==> src/common/convPkg.sv <==
package convPkg;

	// -------------------------------------------------------------------------
	// bus geometry of the register port
	// -------------------------------------------------------------------------

	// four word registers need only a 4-bit byte address
	localparam int ADDR_WIDTH = 4;
	localparam int DATA_WIDTH = 32;
	localparam int STRB_WIDTH = DATA_WIDTH / 8;

	// the expanded pixel is four 16-bit lanes
	localparam int PIXEL_WIDTH = 64;

	// register offsets, word aligned
	localparam logic [ADDR_WIDTH-1:0] REG_SRC    = 4'h0;
	localparam logic [ADDR_WIDTH-1:0] REG_FMT    = 4'h4;
	localparam logic [ADDR_WIDTH-1:0] REG_RES_LO = 4'h8;
	localparam logic [ADDR_WIDTH-1:0] REG_RES_HI = 4'hC;

	// -------------------------------------------------------------------------
	// format tag and half-float constants
	// -------------------------------------------------------------------------

	localparam int FMT_WIDTH         = 2;
	// set means the fields carry no sign
	localparam int FMT_UNSIGNED_BIT  = 0;
	// set means each field is a minifloat, clear means linear 10-bit colour
	localparam int FMT_MINIFLOAT_BIT = 1;

	// 1.0 as a binary16 with its low nibble dropped
	localparam logic [11:0] HALF_ONE_12 = 12'h3C0;

	// E4 bias 7 to E5 bias 15
	localparam logic [4:0] HALF_BIAS_ADJ = 5'd8;

	// AXI response codes
	localparam logic [1:0] RESP_OKAY   = 2'b00;
	localparam logic [1:0] RESP_SLVERR = 2'b10;

endpackage

==> src/exconv/convFp8Exp12.sv <==
module convFp8Exp12 import convPkg::*;
(
	input  logic [7:0]  fieldIn,
	input  logic        isSigned,
	output logic [11:0] halfOut
);

	// -------------------------------------------------------------------------
	// field split
	// -------------------------------------------------------------------------

	// the signed form is S.E4.M3, the unsigned form E4.M4
	logic       signBit;
	logic [3:0] expField;
	logic [5:0] mantAligned;

	// exponent rebiased into the five bits of a half
	logic [4:0] expHalf;
	logic       expZero;

	always_comb
	begin
		if (isSigned)
		begin
			signBit     = fieldIn[7];
			expField    = fieldIn[6:3];
			// three mantissa bits sit at the top of the six kept ones
			mantAligned = {fieldIn[2:0], 3'b000};
		end
		else
		begin
			// no sign, so the exponent moves up and the mantissa gains a bit
			signBit     = 1'b0;
			expField    = fieldIn[7:4];
			mantAligned = {fieldIn[3:0], 2'b00};
		end
	end

	// -------------------------------------------------------------------------
	// rebias and flush
	// -------------------------------------------------------------------------

	// a biased exponent of at most 15 plus 8 still fits in five bits
	assign expHalf = {1'b0, expField} + HALF_BIAS_ADJ;

	// denormals are not carried through, a zero exponent means zero
	assign expZero = (expField == 4'h0);

	always_comb
	begin
		if (expZero)
		begin
			halfOut = 12'h000;
		end
		else
		begin
			halfOut = {signBit, expHalf, mantAligned};
		end
	end

endmodule

==> src/exconv/convRgb30aExpand.sv <==
module convRgb30aExpand import convPkg::*;
(
	input  logic [DATA_WIDTH-1:0]  srcWord,
	input  logic [FMT_WIDTH-1:0]   fmtTag,
	output logic [PIXEL_WIDTH-1:0] pixelOut
);

	// tag bit 0 set means unsigned, so the sign flag is its inverse
	logic isSigned;

	// minifloat fields, R and B get a zero bit below their seven
	logic [7:0] fpA;
	logic [7:0] fpR;
	logic [7:0] fpG;
	logic [7:0] fpB;

	// lanes out of the minifloat converters
	logic [11:0] expLaneA;
	logic [11:0] expLaneR;
	logic [11:0] expLaneG;
	logic [11:0] expLaneB;

	// lanes built from the 10-bit linear fields
	logic [11:0] linLaneR;
	logic [11:0] linLaneG;
	logic [11:0] linLaneB;

	// lanes after the mode select
	logic [11:0] laneA;
	logic [11:0] laneR;
	logic [11:0] laneG;
	logic [11:0] laneB;

	// a linear colour field gets a sign copy or a zero above it, and one zero below
	function automatic logic [11:0] linLane(input logic [9:0] field, input logic signedMode);
		logic topBit;
		topBit = signedMode ? field[9] : 1'b0;
		return {topBit, field, 1'b0};
	endfunction

	assign isSigned = !fmtTag[FMT_UNSIGNED_BIT];

	// -------------------------------------------------------------------------
	// minifloat path
	// -------------------------------------------------------------------------

	// the A and G fields are a full byte, R and B only seven bits wide
	assign fpA = srcWord[29:22];
	assign fpR = {srcWord[21:15], 1'b0};
	assign fpG = srcWord[14:7];
	assign fpB = {srcWord[6:0], 1'b0};

	convFp8Exp12 expA (.fieldIn(fpA), .isSigned(isSigned), .halfOut(expLaneA));
	convFp8Exp12 expR (.fieldIn(fpR), .isSigned(isSigned), .halfOut(expLaneR));
	convFp8Exp12 expG (.fieldIn(fpG), .isSigned(isSigned), .halfOut(expLaneG));
	convFp8Exp12 expB (.fieldIn(fpB), .isSigned(isSigned), .halfOut(expLaneB));

	// -------------------------------------------------------------------------
	// linear path
	// -------------------------------------------------------------------------

	// top two bits of the source word are not used by the linear layout
	assign linLaneR = linLane(srcWord[29:20], isSigned);
	assign linLaneG = linLane(srcWord[19:10], isSigned);
	assign linLaneB = linLane(srcWord[9:0], isSigned);

	// -------------------------------------------------------------------------
	// mode select and packing
	// -------------------------------------------------------------------------

	always_comb
	begin
		if (fmtTag[FMT_MINIFLOAT_BIT])
		begin
			laneA = expLaneA;
			laneR = expLaneR;
			laneG = expLaneG;
			laneB = expLaneB;
		end
		else
		begin
			// linear mode has no alpha field, so alpha is opaque
			laneA = HALF_ONE_12;
			laneR = linLaneR;
			laneG = linLaneG;
			laneB = linLaneB;
		end
	end

	// each lane fills the top twelve bits of a half, the low nibble stays zero
	assign pixelOut = {laneA, 4'h0, laneR, 4'h0, laneG, 4'h0, laneB, 4'h0};

endmodule

==> src/hdl/convRegSlave.sv <==
module convRegSlave import convPkg::*;
(
	input  logic                   clock,
	input  logic                   arstN,

	// write address
	input  logic                   awValid,
	output logic                   awReady,
	input  logic [ADDR_WIDTH-1:0]  awAddr,

	// write data
	input  logic                   wValid,
	output logic                   wReady,
	input  logic [DATA_WIDTH-1:0]  wData,
	input  logic [STRB_WIDTH-1:0]  wStrb,

	// write response
	output logic                   bValid,
	input  logic                   bReady,
	output logic [1:0]             bResp,

	// read address
	input  logic                   arValid,
	output logic                   arReady,
	input  logic [ADDR_WIDTH-1:0]  arAddr,

	// read data
	output logic                   rValid,
	input  logic                   rReady,
	output logic [DATA_WIDTH-1:0]  rData,
	output logic [1:0]             rResp,

	// towards the expander
	output logic [DATA_WIDTH-1:0]  srcWord,
	output logic [FMT_WIDTH-1:0]   fmtTag,
	input  logic [PIXEL_WIDTH-1:0] pixelOut
);

	// address or data taken while its partner has not yet arrived
	logic awFull;
	logic wFull;

	// held copies of whichever half of the write came first
	logic [ADDR_WIDTH-1:0] awAddrQ;
	logic [DATA_WIDTH-1:0] wDataQ;
	logic [STRB_WIDTH-1:0] wStrbQ;

	logic awFire;
	logic wFire;
	logic arFire;

	// the write as seen in the cycle it completes
	logic                  wrGo;
	logic [ADDR_WIDTH-1:0] wrAddr;
	logic [DATA_WIDTH-1:0] wrData;
	logic [STRB_WIDTH-1:0] wrStrb;
	logic [ADDR_WIDTH-1:0] wrOffset;
	logic                  wrIsResult;

	logic [ADDR_WIDTH-1:0] rdOffset;
	logic [DATA_WIDTH-1:0] rdMux;

	// -------------------------------------------------------------------------
	// write channel handshakes
	// -------------------------------------------------------------------------

	// each channel stops once its own half is held or a response waits
	assign awReady = !bValid && !awFull;
	assign wReady  = !bValid && !wFull;

	assign awFire = awValid && awReady;
	assign wFire  = wValid && wReady;

	// a held half wins over the bus, since the bus may already carry the next one
	assign wrAddr = awFull ? awAddrQ : awAddr;
	assign wrData = wFull ? wDataQ : wData;
	assign wrStrb = wFull ? wStrbQ : wStrb;

	// the write is complete when both halves are either held or arriving now
	assign wrGo = (awFull || awFire) && (wFull || wFire);

	// byte lanes within a word are ignored by the decode
	assign wrOffset   = {wrAddr[ADDR_WIDTH-1:2], 2'b00};
	assign wrIsResult = (wrOffset == REG_RES_LO) || (wrOffset == REG_RES_HI);

	// -------------------------------------------------------------------------
	// read channel
	// -------------------------------------------------------------------------

	// no new address while a read response is still on the bus
	assign arReady = !rValid;
	assign arFire  = arValid && arReady;

	assign rdOffset = {arAddr[ADDR_WIDTH-1:2], 2'b00};

	always_comb
	begin
		case (rdOffset)
			REG_SRC:    rdMux = srcWord;
			// the tag sits in the low bits, everything above reads zero
			REG_FMT:    rdMux = {{(DATA_WIDTH-FMT_WIDTH){1'b0}}, fmtTag};
			REG_RES_LO: rdMux = pixelOut[DATA_WIDTH-1:0];
			REG_RES_HI: rdMux = pixelOut[PIXEL_WIDTH-1:DATA_WIDTH];
			default:    rdMux = '0;
		endcase
	end

	// reads of any offset succeed
	assign rResp = RESP_OKAY;

	// -------------------------------------------------------------------------
	// control state and registers
	// -------------------------------------------------------------------------

	always_ff @(posedge clock or negedge arstN)
	begin
		if (!arstN)
		begin
			awFull  <= 1'b0;
			wFull   <= 1'b0;
			bValid  <= 1'b0;
			rValid  <= 1'b0;
			srcWord <= '0;
			fmtTag  <= '0;
		end
		else
		begin
			if (wrGo)
			begin
				// both halves are consumed here and the response goes out next
				awFull <= 1'b0;
				wFull  <= 1'b0;
				bValid <= 1'b1;
				case (wrOffset)
					REG_SRC:
					begin
						for (int i = 0; i < STRB_WIDTH; i++)
						begin
							if (wrStrb[i])
							begin
								srcWord[8*i +: 8] <= wrData[8*i +: 8];
							end
						end
					end
					REG_FMT:
					begin
						// only byte 0 holds anything for the tag
						if (wrStrb[0])
						begin
							fmtTag <= wrData[FMT_WIDTH-1:0];
						end
					end
					default:
					begin
						// result offsets are read-only and stay untouched
					end
				endcase
			end
			else
			begin
				if (awFire)
				begin
					awFull <= 1'b1;
				end
				if (wFire)
				begin
					wFull <= 1'b1;
				end
				if (bValid && bReady)
				begin
					bValid <= 1'b0;
				end
			end

			if (arFire)
			begin
				rValid <= 1'b1;
			end
			else if (rValid && rReady)
			begin
				rValid <= 1'b0;
			end
		end
	end

	// payload captures, only meaningful while their flag or valid is set
	always_ff @(posedge clock)
	begin
		if (awFire)
		begin
			awAddrQ <= awAddr;
		end
		if (wFire)
		begin
			wDataQ <= wData;
			wStrbQ <= wStrb;
		end
		if (wrGo)
		begin
			bResp <= wrIsResult ? RESP_SLVERR : RESP_OKAY;
		end
		// rData freezes under back-pressure because arReady is low then
		if (arFire)
		begin
			rData <= rdMux;
		end
	end

endmodule

==> src/hdl/convUnit.sv <==
module convUnit import convPkg::*;
(
	input  logic                  clock,
	input  logic                  arstN,

	// AXI4-Lite slave port
	input  logic                  awValid,
	output logic                  awReady,
	input  logic [ADDR_WIDTH-1:0] awAddr,

	input  logic                  wValid,
	output logic                  wReady,
	input  logic [DATA_WIDTH-1:0] wData,
	input  logic [STRB_WIDTH-1:0] wStrb,

	output logic                  bValid,
	input  logic                  bReady,
	output logic [1:0]            bResp,

	input  logic                  arValid,
	output logic                  arReady,
	input  logic [ADDR_WIDTH-1:0] arAddr,

	output logic                  rValid,
	input  logic                  rReady,
	output logic [DATA_WIDTH-1:0] rData,
	output logic [1:0]            rResp
);

	// source register and tag feed the expander, its result comes back for reads
	logic [DATA_WIDTH-1:0]  srcWord;
	logic [FMT_WIDTH-1:0]   fmtTag;
	logic [PIXEL_WIDTH-1:0] pixelOut;

	convRegSlave regs (
		.clock    (clock),
		.arstN    (arstN),
		.awValid  (awValid),
		.awReady  (awReady),
		.awAddr   (awAddr),
		.wValid   (wValid),
		.wReady   (wReady),
		.wData    (wData),
		.wStrb    (wStrb),
		.bValid   (bValid),
		.bReady   (bReady),
		.bResp    (bResp),
		.arValid  (arValid),
		.arReady  (arReady),
		.arAddr   (arAddr),
		.rValid   (rValid),
		.rReady   (rReady),
		.rData    (rData),
		.rResp    (rResp),
		.srcWord  (srcWord),
		.fmtTag   (fmtTag),
		.pixelOut (pixelOut)
	);

	// purely combinational, a result read sees the current source and tag
	convRgb30aExpand expand (
		.srcWord  (srcWord),
		.fmtTag   (fmtTag),
		.pixelOut (pixelOut)
	);

endmodule

==> config.mk <==
export PLATFORM = sky130hd
export DESIGN_NAME = convUnit
export DESIGN_NICKNAME = d
export VERILOG_FILES = /design/src/common/convPkg.sv /design/src/exconv/convFp8Exp12.sv /design/src/exconv/convRgb30aExpand.sv /design/src/hdl/convRegSlave.sv /design/src/hdl/convUnit.sv
export SDC_FILE = /design/constraint.sdc
export NUM_CORES = 1
export LEC_CHECK = 0
export BUFFER_PORTS_ARGS = -buffer_cell sky130_fd_sc_hd__buf_4
export CAP_MARGIN = 10
export CORE_MARGIN = 2
export CORE_UTILIZATION = 60
export DETAILED_ROUTE_END_ITERATION = 10
export HOLD_SLACK_MARGIN = 0.05
export PLACE_DENSITY = 0.85
export SLEW_MARGIN = 20
export SYNTH_ARGS = -nofsm -noshare
export SYNTH_HDL_FRONTEND = slang
export SYNTH_SLANG_ARGS = --single-unit
export TNS_END_PERCENT = 50
==> constraint.sdc <==
create_clock -name clock -period 4.1 [get_ports clock]
set_input_delay 0.41 -clock clock [delete_from_list [all_inputs] [get_ports clock]]
set_output_delay 0.41 -clock clock [all_outputs]
set_load 0.02 [all_outputs]
==> results of run 1 <==
-- cells by family (layout without fill, tap and decap cells) --
| family | after synthesis | in the layout | share of synthesized area [%] |
|---|---|---|---|
| AO/OA/AOI/OAI | 127 | 127 | 15.5 |
| buffers and inverters | 41 | 115 | 3.97 |
| flip-flops | 109 | 109 | 58.2 |
| multiplexers | 67 | 67 | 13.5 |
| other | 1 | 3 | 0.0708 |
| AND/OR/NAND/NOR | 89 | 89 | 8.70 |
-- critical path: cells and delay by family, from the launching register on --
kind / cells / cell delay (ns)
flops: 1 / 0.72
compound gates: 2 / 0.66
buf+inv: 1 / 0.42
simple gates: 2 / 0.36
-- power groups by stage --
stage          sequential [uW]  clock, uW  combinational, uW
2_1_floorplan             1850          0               1110
3_3_place_gp              1920          0               1470
3_5_place_dp              1950          0               1510
4_1_cts                   1930        645               1520
5_1_grt                   1980        694               1680
6_report                  1940        641               1530
-- worst max path at each step --
stage / cells after the start / from / to / slack (ns)
final: 5 / regs.fmtTag[0] / regs.rData[15] / 1.71
after detailed placement: 5 / regs.fmtTag[0] / regs.rData[15] / 1.75
after global placement: 5 / regs.fmtTag[0] / regs.rData[15] / 1.79
after global routing: 5 / regs.fmtTag[0] / regs.rData[15] / 1.53
after floorplan: 5 / regs.wFull / regs.wDataQ[0] / 1.39
after CTS: 5 / regs.fmtTag[0] / regs.rData[15] / 1.76
-- layout make-up --
cell class	count	area, um^2	area share (%)
well taps	108	135	2.20
inverters	8	30.0	0.489
flip-flops and latches	109	3080	50.2
clock inverters	6	55.1	0.896
repair buffers	91	686	11.2
clock buffers	10	138	2.24
multi-input cells	286	2010	32.8
-- flip-flops by register name, summed over array words and instances, names as in the netlist --
name / flops
regs.rValid: 1
regs.awAddrQ: 2
regs.rData: 32
regs.wStrbQ: 4
regs.wDataQ: 32
regs.wFull: 1
regs.awFull: 1
regs.bResp: 1
regs.srcWord: 32
regs.fmtTag: 2
regs.bValid: 1
-- layer usage --
metal  GRT usage (%)  part of all wire, %
met2            39.7                   49
met1            36.3                   42
met4            7.69                  2.1
met5               0                    0
met3            5.80                  6.8
-- placed cells by master, fill, tap and decap left out, drive strengths merged, types with 3 or more instances in the layout --
cell,instances
buf,90
edfxtp,71
a21oi,44
mux2i,40
dfrtp,38
a31oi,28
mux2,26
nand2,22
nor2,19
o21ai,10
and2,10
clkbuf,10
nor2b,10
inv,10
nand2b,8
o211ai,7
nor3,6
a22oi,6
nand3,5
a211oi,4
a221o,4
clkinv,4
or3,3
o221ai,3
conb,3
-- metrics by stage --
step,util [%],std cells,hold slack [ns],worst slack (ns),total power [uW]
after floorplan,-,436,0.114,1.39,2960
after global placement,68.7,601,0.397,1.79,3390
after detailed placement,68.7,601,0.402,1.75,3460
after CTS,71.1,618,0.175,1.76,4090
after global routing,71.1,618,0.171,1.53,4350
final,71.1,618,0.185,1.71,4120
==> out/results.ini, run 1 <==
[power_and_ir_drop]
internal_power_uw = 2480
powerDensity_nw_per_um2 = 670
ir_worst_vdd_v = 0.000463
power.share.combinational_pct = 37.2
power.switching_uw = 1640
clockPowerShare_pct = 15.6
p_seq_share_pct = 47.2
power_leakage_uw = 0.00238
switching_share_pct = 39.8

[die]
rows = 34
die_w_um = 97.9
die-area_um2 = 9590
coreArea_um2 = 8640
start_util_pct = 61.3
die_h_um = 97.9
io_pins = 92

[sta]
rsz0062_at_grt = no
worst_pin_slew_ns = 1.01
period_share_pct = 58.4
min_period_ns = 2.39
hold_viol_final = 0
slew_headroom_pct = 32.6
setup_viol = 0
fmax_mhz = 418
skew_ns = 0.0138
fin_tns_setup_ns = 0
finalMaxSlewViolations = 0

[setup_path]
r2r_end = regs.rData[15]
path_class = reg -> reg
critical_path_arrival_ns = 2.54
cp-end-kind = flop
max_stage_delay_ns = 0.72
reg2reg_setup_slack_ns = 1.71
r2r_start = regs.fmtTag[0]
startpoint_type = flop
cp_max_fo = 26
required_ns = 4.24
cp_cell_sequence = buf_4 > nand2b_1 > nand3_1 > a311o_1 > a32o_1
ff2ff_path_depth = 5
slowest_stage = dfrtp_1

[placed_design]
place_congestion = 0.973
post_dp_cell_area_um2 = 5940
dp_hpwl_mm = 8.26
numPortBuffers = 84

[routing]
wire_per_inst_um = 19.2
totalWireLength_mm = 11.9
drt-vias-per-instance = 6.32
ant_nets = 0
drc = 0
dr_total_vias = 3905
drt_iter0_drc = 342
dr.pass1.iters = 5

[min_path]
whs_endpoint = regs.rValid
holdCritPathClass = in -> reg
min_path_cells = 2
min_from = rReady

[clocking]
postCtsSetupBuffers = 0
cts.sinks = 109
cts_buffers = 9
cts-htree-levels = 3
clock_latency_ns = 0.38
cts_tree = yes
root_buffer = clkbuf_8
path_clk_slew_ns = 0.11
ctsResizeCount = 0
cts_hold_buf = 1
clk_path_buf_depth = 2

[finish]
syn2layout_area_growth_pct = 16.0
postLayoutCellArea_um2 = 6140
drive_above_1_share_pct = 27.3
diodes = 0
num-fill-cells = 635
nets = 556

[global_route]
antenna_found_initial = 0
grt_pass1_wl_mm = 19.3
grt_max_degree = 49
grt_pass1_vias = 3783
grt_overflow = 0
grt_use_total_pct = 25.5

[logic_synthesis]
ys.flop_type = edfxtp_1
syn_inst = 434
syn-cell-area_um2 = 5300
synth_area_leaders = edfxtp_1 40%, dfrtp_1 18%, mux2i_1 7.6%
synth-edff-count = 71
async_reset_ff_share_pct = 34.9
yosysUniqueCellTypes = 49
syn_area_per_cell_um2 = 12.2
yosysTopAreaCellShare_pct = 40.3
yosys.area.top_type = edfxtp_1
yosysSeqAreaShare_pct = 58.2
yosysWarningCount = 0
synth_seq_cells = 109
synth.top_cells.by_count = 71 x edfxtp_1, 44 x a21oi_1, 40 x mux2i_1, 38 x dfrtp_1, 28 x a31oi_1
synth.most_common_cell = edfxtp_1

[flow_run]
max_cap_viol_count = 0

[outcome]
outcome = completed

Power figures use the tool's default switching activity.
==> run 2: changes to the inputs <==
--- a/config.mk
+++ b/config.mk
@@ -8,10 +8,10 @@
 export BUFFER_PORTS_ARGS = -buffer_cell sky130_fd_sc_hd__buf_4
 export CAP_MARGIN = 10
 export CORE_MARGIN = 2
-export CORE_UTILIZATION = 60
+export CORE_UTILIZATION = 56
 export DETAILED_ROUTE_END_ITERATION = 10
 export HOLD_SLACK_MARGIN = 0.05
-export PLACE_DENSITY = 0.85
+export PLACE_DENSITY = 0.8
 export SLEW_MARGIN = 20
 export SYNTH_ARGS = -nofsm -noshare
 export SYNTH_HDL_FRONTEND = slang
==> constraint.sdc (replaced) <==
create_clock -name clock -period 2.4 [get_ports clock]
set_input_delay 0.24 -clock clock [delete_from_list [all_inputs] [get_ports clock]]
set_output_delay 0.24 -clock clock [all_outputs]
set_load 0.02 [all_outputs]
==> run 2 against run 1 <==
Clock skew fell by 0.0056 ns. Cell count rose by 8.3%. Cell area rose by 8.2%. Setup slack got worse by 1.5 ns. Sequential power rose by 72%. Fmax rose by 10%. Count of clock-buffer cells in the layout did not move. Critical path type unchanged. Largest cell class unchanged.
==> out/results.ini, run 2 (synthesis results as in run 1) <==
[outcome]
outcome = completed  ; unchanged

[clocking]
path_clk_slew_ns = 0.11  ; about the same
cts-htree-levels = 3  ; unchanged
cts_buffers = 9  ; unchanged
clock_latency_ns = 0.37  ; was 0.38 ns
root_buffer = clkbuf_8  ; unchanged
cts.sinks = 109  ; unchanged
cts_tree = yes  ; unchanged
postCtsSetupBuffers = 0  ; unchanged
clk_path_buf_depth = 2  ; unchanged

[die]
coreArea_um2 = 9200  ; was 8640 um^2
start_util_pct = 57.6  ; was 61.3%
rows = 35  ; was 34
io_pins = 92  ; unchanged
die-area_um2 = 10200  ; was 9590 um^2
die_w_um = 101  ; was 97.9 um
die_h_um = 101  ; was 97.9 um

[sta]
finalMaxSlewViolations = 0  ; unchanged
hold_viol_final = 0  ; unchanged
fmax_mhz = 460  ; was 418 MHz
rsz0062_at_grt = no  ; unchanged
fin_tns_setup_ns = 0  ; unchanged
worst_pin_slew_ns = 0.655  ; was 1.01 ns
min_period_ns = 2.17  ; was 2.39 ns
period_share_pct = 90.5  ; was 58.4%
setup_viol = 0  ; unchanged
skew_ns = 0.00823  ; was 0.0138 ns
slew_headroom_pct = 56.2  ; was 32.6%

[finish]
layout_commonest_cell = buf_4  ; unchanged
postLayoutCellArea_um2 = 6640  ; was 6140 um^2
drive_above_1_share_pct = 26.3  ; was 27.3%
diodes = 0  ; unchanged
syn2layout_area_growth_pct = 25.5  ; was 16.0%
final_cell_mix = 96 x buf_4, 71 x edfxtp_1, 44 x a21oi_1  ; was 90 x buf_4, 71 x edfxtp_1, 44 x a21oi_1
nets = 604  ; was 556
num-fill-cells = 643  ; was 635
reg.largest.list = regs.rData (32), regs.srcWord (32), regs.wDataQ (32)  ; unchanged

[setup_path]
r2r_start = regs.bValid  ; was regs.fmtTag[0]
startpoint_type = flop  ; unchanged
crit_start = regs.bValid  ; was regs.fmtTag[0]
cp_max_fo = 8  ; was 26
required_ns = 2.67  ; was 4.24 ns
cp-end-kind = flop  ; unchanged
critical_path_arrival_ns = 2.44  ; was 2.54 ns
endpoint = regs.srcWord[1]  ; was regs.rData[15]
ff2ff_path_depth = 4  ; was 5
r2r_end = regs.srcWord[1]  ; was regs.rData[15]
reg2reg_setup_slack_ns = 0.23  ; was 1.71 ns
path_class = reg -> reg  ; unchanged

[placed_design]
place_congestion = 0.953  ; was 0.973
post_dp_cell_area_um2 = 6030  ; was 5940 um^2
numPortBuffers = 84  ; unchanged
dp_hpwl_mm = 8.58  ; was 8.26 mm

[routing]
totalWireLength_mm = 13.1  ; was 11.9 mm
wire_per_inst_um = 19.6  ; was 19.2 um
drt_iter0_drc = 332  ; was 342
dr_total_vias = 4152  ; was 3905
drt-vias-per-instance = 6.21  ; was 6.32
dr.pass1.iters = 5  ; unchanged
drc = 0  ; unchanged
ant_nets = 0  ; unchanged

[flow_run]
max_cap_viol_count = 0  ; unchanged

[power_and_ir_drop]
internal_power_uw = 4430  ; was 2480 uW
switching_share_pct = 39.2  ; was 39.8%
ir_worst_vdd_v = 0.000683  ; was 0.000463 V
clockPowerShare_pct = 16.0  ; was 15.6%
power.switching_uw = 2860  ; was 1640 uW
power.share.combinational_pct = 38.3  ; was 37.2%
power_leakage_uw = 0.00260  ; was 0.00238 uW
p_seq_share_pct = 45.7  ; was 47.2%
powerDensity_nw_per_um2 = 1100  ; was 670 nW/um^2

[global_route]
grt_max_degree = 49  ; unchanged
antenna_found_initial = 0  ; unchanged
grt_use_total_pct = 27.0  ; was 25.5%
grt_overflow = 0  ; unchanged
grt_pass1_wl_mm = 21.1  ; was 19.3 mm
grt_pass1_vias = 4000  ; was 3783

[min_path]
holdCritPathClass = in -> reg  ; unchanged

run 2: cell types whose count changed in the layout (fill, tap and decap cells not counted), moves of 2 or more:
| cell | before | now |
|---|---|---|
| buf_4 | 90 | 96 |
| clkinv_4 | 4 | 2 |
| dlygate4sd3_1 | 1 | 41 |
| buf_12 | 0 | 2 |
run 2: repair_timing:
action	4_1_cts	5_1_grt
hold buffers	41	0
hold endpoints to repair	78	0
resized for setup	0	0
run 2: routing by layer:
metal  GRT usage [%]  up-vias  part of all wire (%)
li1                -     1896                     -
met1            37.3     2033                    41
met2            44.1      190                    50
met3            4.62       33                   6.5
met4            8.73        0                   2.0
met5               0        -                     0
run 2: area by class of cell:
type / count / area (um^2) / share of cell area, %
clock inverters: 6 / 78.8 / 1.19
clock buffers: 10 / 128 / 1.92
multi-input cells: 286 / 2010 / 30.3
flip-flops and latches: 109 / 3080 / 46.4
repair buffers: 139 / 1170 / 17.6
inverters: 8 / 30.0 / 0.452
well taps: 111 / 139 / 2.09
run 2: critical path: stages, from the launching register on:
cell and delay (ns):
dfrtp_1 0.46, nor2b_1 0.25, o22ai_1 0.25, nor4b_4 0.68
mux2_2 0.42
run 2: worst min-delay path by stage:
stage                     startpoint               to  slack (ns)  cells past startpoint
final                        awValid  regs.awAddrQ[3]        0.24                      2
after global routing         awValid  regs.awAddrQ[2]        0.24                      2
after CTS                    awValid  regs.awAddrQ[2]        0.22                      2
after detailed placement       arstN      regs.bValid        0.23                      1
after global placement         arstN      regs.bValid        0.23                      1
after floorplan                arstN      regs.awFull       -0.06                      0
run 2: power groups by stage:
| stage | clock network [uW] | registers, uW | logic (uW) |
|---|---|---|---|
| final | 1170 | 3330 | 2790 |
| after global routing | 1260 | 3400 | 3040 |
| after CTS | 1190 | 3300 | 2760 |
| after detailed placement | 0 | 3340 | 2700 |
| after global placement | 0 | 3310 | 2630 |
| after floorplan | 0 | 3160 | 1900 |
run 2: per-stage QoR:
step	utilization (%)	hold WS [ns]	total power, uW	worst slack [ns]	instances
finish	72.2	0.236	7300	0.228	669
CTS	72.2	0.222	7250	0.272	669
detailed placement	65.5	0.230	6040	0.295	612
floorplan	-	-0.0556	5060	0.0254	436
global placement	65.5	0.227	5940	0.411	612
global route	72.2	0.238	7700	0.125	669
==> run 3: changes to the inputs <==
--- a/config.mk
+++ b/config.mk
@@ -12,6 +12,7 @@
 export DETAILED_ROUTE_END_ITERATION = 10
 export HOLD_SLACK_MARGIN = 0.05
 export PLACE_DENSITY = 0.8
+export RECOVER_POWER = 50
 export SLEW_MARGIN = 20
 export SYNTH_ARGS = -nofsm -noshare
 export SYNTH_HDL_FRONTEND = slang
==> run 3 against run 2 <==
Register-to-register slack hardly changed. Global-route usage stayed put. First-iteration DRC count is 11% higher. Sequential share of layout area is 1.4 points higher. Combinational power is 4% lower. Cell count stayed put. Power is 1.5% lower. Via count is 0.24% higher. Sequential power hardly changed. Clock power hardly changed. Non-clock buffer count stayed put. Critical path type unchanged.
==> out/results.ini, run 3 (synthesis results as in run 1) <==
[outcome]
outcome = completed  ; unchanged

[routing]
dr.pass1.iters = 5  ; unchanged
route.met3.wl_um = 775  ; was 851 um
dr_total_vias = 4162  ; was 4152
routed.top_layer = met4  ; unchanged
wl_met2_mm = 6.60  ; was 6.64 mm
wire_per_inst_um = 19.5  ; was 19.6 um
totalWireLength_mm = 13.0  ; was 13.1 mm
wl_met1_mm = 5.38  ; was 5.39 mm
drt-vias-per-instance = 6.22  ; was 6.21
drt_iter0_drc = 368  ; was 332
ant_nets = 0  ; unchanged
drc = 0  ; unchanged

[finish]
final_cell_mix = 71 x edfxtp_1, 52 x clkbuf_1, 44 x a21oi_1  ; was 96 x buf_4, 71 x edfxtp_1, 44 x a21oi_1
postLayoutCellArea_um2 = 6450  ; was 6640 um^2
layout_commonest_cell = edfxtp_1  ; was buf_4
reg.largest.list = regs.rData (32), regs.srcWord (32), regs.wDataQ (32)  ; unchanged
syn2layout_area_growth_pct = 21.8  ; was 25.5%
diodes = 0  ; unchanged
nets = 604  ; unchanged
drive_above_1_share_pct = 17.0  ; was 26.3%

[clocking]
ctsResizeCount = 0  ; unchanged
cts-htree-levels = 3  ; unchanged
cts_tree = yes  ; unchanged
path_clk_slew_ns = 0.11  ; about the same
root_buffer = clkbuf_8  ; unchanged
clock_latency_ns = 0.37  ; about the same
cts.sinks = 109  ; unchanged
clk_path_buf_depth = 2  ; unchanged
cts_buffers = 9  ; unchanged

[global_route]
grt_use_total_pct = 27.0  ; unchanged
grt_pass1_vias = 4000  ; unchanged
grt_overflow = 0  ; unchanged
grt_max_degree = 49  ; unchanged
grt_pass1_wl_mm = 21.1  ; unchanged
antenna_found_initial = 0  ; unchanged

[power_and_ir_drop]
ir_worst_vdd_v = 0.000682  ; was 0.000683 V
switching_share_pct = 39.7  ; was 39.2%
power.share.combinational_pct = 37.4  ; was 38.3%
powerDensity_nw_per_um2 = 1110  ; was 1100 nW/um^2
p_seq_share_pct = 46.4  ; was 45.7%
power_leakage_uw = 0.00240  ; was 0.00260 uW
clockPowerShare_pct = 16.2  ; was 16.0%
power.switching_uw = 2850  ; was 2860 uW
internal_power_uw = 4330  ; was 4430 uW

[sta]
fin_tns_setup_ns = 0  ; unchanged
slew_headroom_pct = 17.2  ; was 56.2%
fmax_mhz = 463  ; was 460 MHz
rsz0062_at_grt = no  ; unchanged
setup_viol = 0  ; unchanged
skew_ns = 0.00889  ; was 0.00823 ns
hold_viol_final = 0  ; unchanged
min_period_ns = 2.16  ; was 2.17 ns
worst_pin_slew_ns = 1.24  ; was 0.655 ns
period_share_pct = 90.0  ; was 90.5%
finalMaxSlewViolations = 0  ; unchanged

[setup_path]
startpoint_type = flop  ; unchanged
cp_cell_sequence = nor2b_1 > o22ai_1 > nor4b_4 > mux2_2  ; unchanged
critical_path_arrival_ns = 2.42  ; was 2.44 ns
cp_max_fo = 8  ; unchanged
cp-end-kind = flop  ; unchanged
slowest_stage = nor4b_4  ; unchanged
crit_buf_inv = 0  ; unchanged
max_stage_delay_ns = 0.68  ; about the same
required_ns = 2.66  ; was 2.67 ns
crit_family = simple AND/OR/NAND/NOR gates  ; unchanged
path_class = reg -> reg  ; unchanged

[min_path]
holdCritPathClass = in -> reg  ; unchanged

[die]
start_util_pct = 57.6  ; unchanged
die-area_um2 = 10200  ; unchanged
die_h_um = 101  ; unchanged
coreArea_um2 = 9200  ; unchanged
rows = 35  ; unchanged
die_w_um = 101  ; unchanged
io_pins = 92  ; unchanged

[flow_run]
max_cap_viol_count = 0  ; unchanged

[placed_design]
place_congestion = 0.953  ; unchanged
post_dp_cell_area_um2 = 6030  ; unchanged
dp_hpwl_mm = 8.58  ; unchanged
numPortBuffers = 84  ; unchanged

run 3: cell count changes in the layout (fill, tap and decap cells not counted):
| cell | before | now |
|---|---|---|
| buf_4 | 96 | 19 |
| clkbuf_1 | 1 | 52 |
| clkbuf_4 | 0 | 24 |
| and2_0 | 0 | 7 |
| and2_1 | 9 | 2 |
| clkbuf_2 | 0 | 2 |
| mux2_1 | 0 | 1 |
| mux2_2 | 26 | 25 |
run 3: path summary, 6_finish.rpt:
path / slack (ns) / cells after the start / startpoint / endpoint
setup / recovery: 0.24 / 4 / regs.bValid / regs.srcWord[1]
hold / removal: 0.27 / 2 / awValid / regs.awAddrQ[3]
setup reg to reg: 0.24 / 4 / regs.bValid / regs.srcWord[1]
hold reg to reg: 0.59 / 2 / regs.wDataQ[16] / regs.srcWord[16]
max in group asynchronous: 1.24 / 2 / arstN / regs.wFull
min in group asynchronous: 0.53 / 2 / arstN / regs.bValid
run 3: power groups by stage:
| stage | combinational, uW | clock [uW] | sequential [uW] |
|---|---|---|---|
| after global placement | 2630 | 0 | 3310 |
| after detailed placement | 2700 | 0 | 3340 |
| after global routing | 2940 | 1260 | 3400 |
| after CTS | 2760 | 1190 | 3300 |
| final | 2690 | 1160 | 3330 |
| after floorplan | 1900 | 0 | 3160 |
run 3: area by class of cell:
cell class                 instances  area, um^2
clock buffer                      10         128
clock inverter                     6        78.8
fill                             698        2750
inverter                           8        30.0
multi-input combinational        286        2010
sequential                       109        3080
tap                              111         139
timing repair buffer             139         975
run 3: layer usage:
metal	GRT usage [%]	up-vias
li1	-	1903
met1	37.3	2038
met2	44.1	192
met3	4.62	29
met4	8.73	0
met5	0	-
run 3: metrics by stage:
step	util, %	std cells	setup WS [ns]	total power [uW]	hold WS (ns)
floorplan	-	436	0.0254	5060	-0.0556
detailed placement	65.5	612	0.295	6040	0.230
global route	70.1	669	0.126	7600	0.275
global placement	65.5	612	0.411	5940	0.227
CTS	72.2	669	0.272	7250	0.222
finish	70.1	669	0.240	7180	0.272
run 3: what timing repair did:
item	CTS	global route
hold endpoints to repair	78	0
setup buffers	0	0
setup endpoints to repair	0	0
hold buffers	41	0
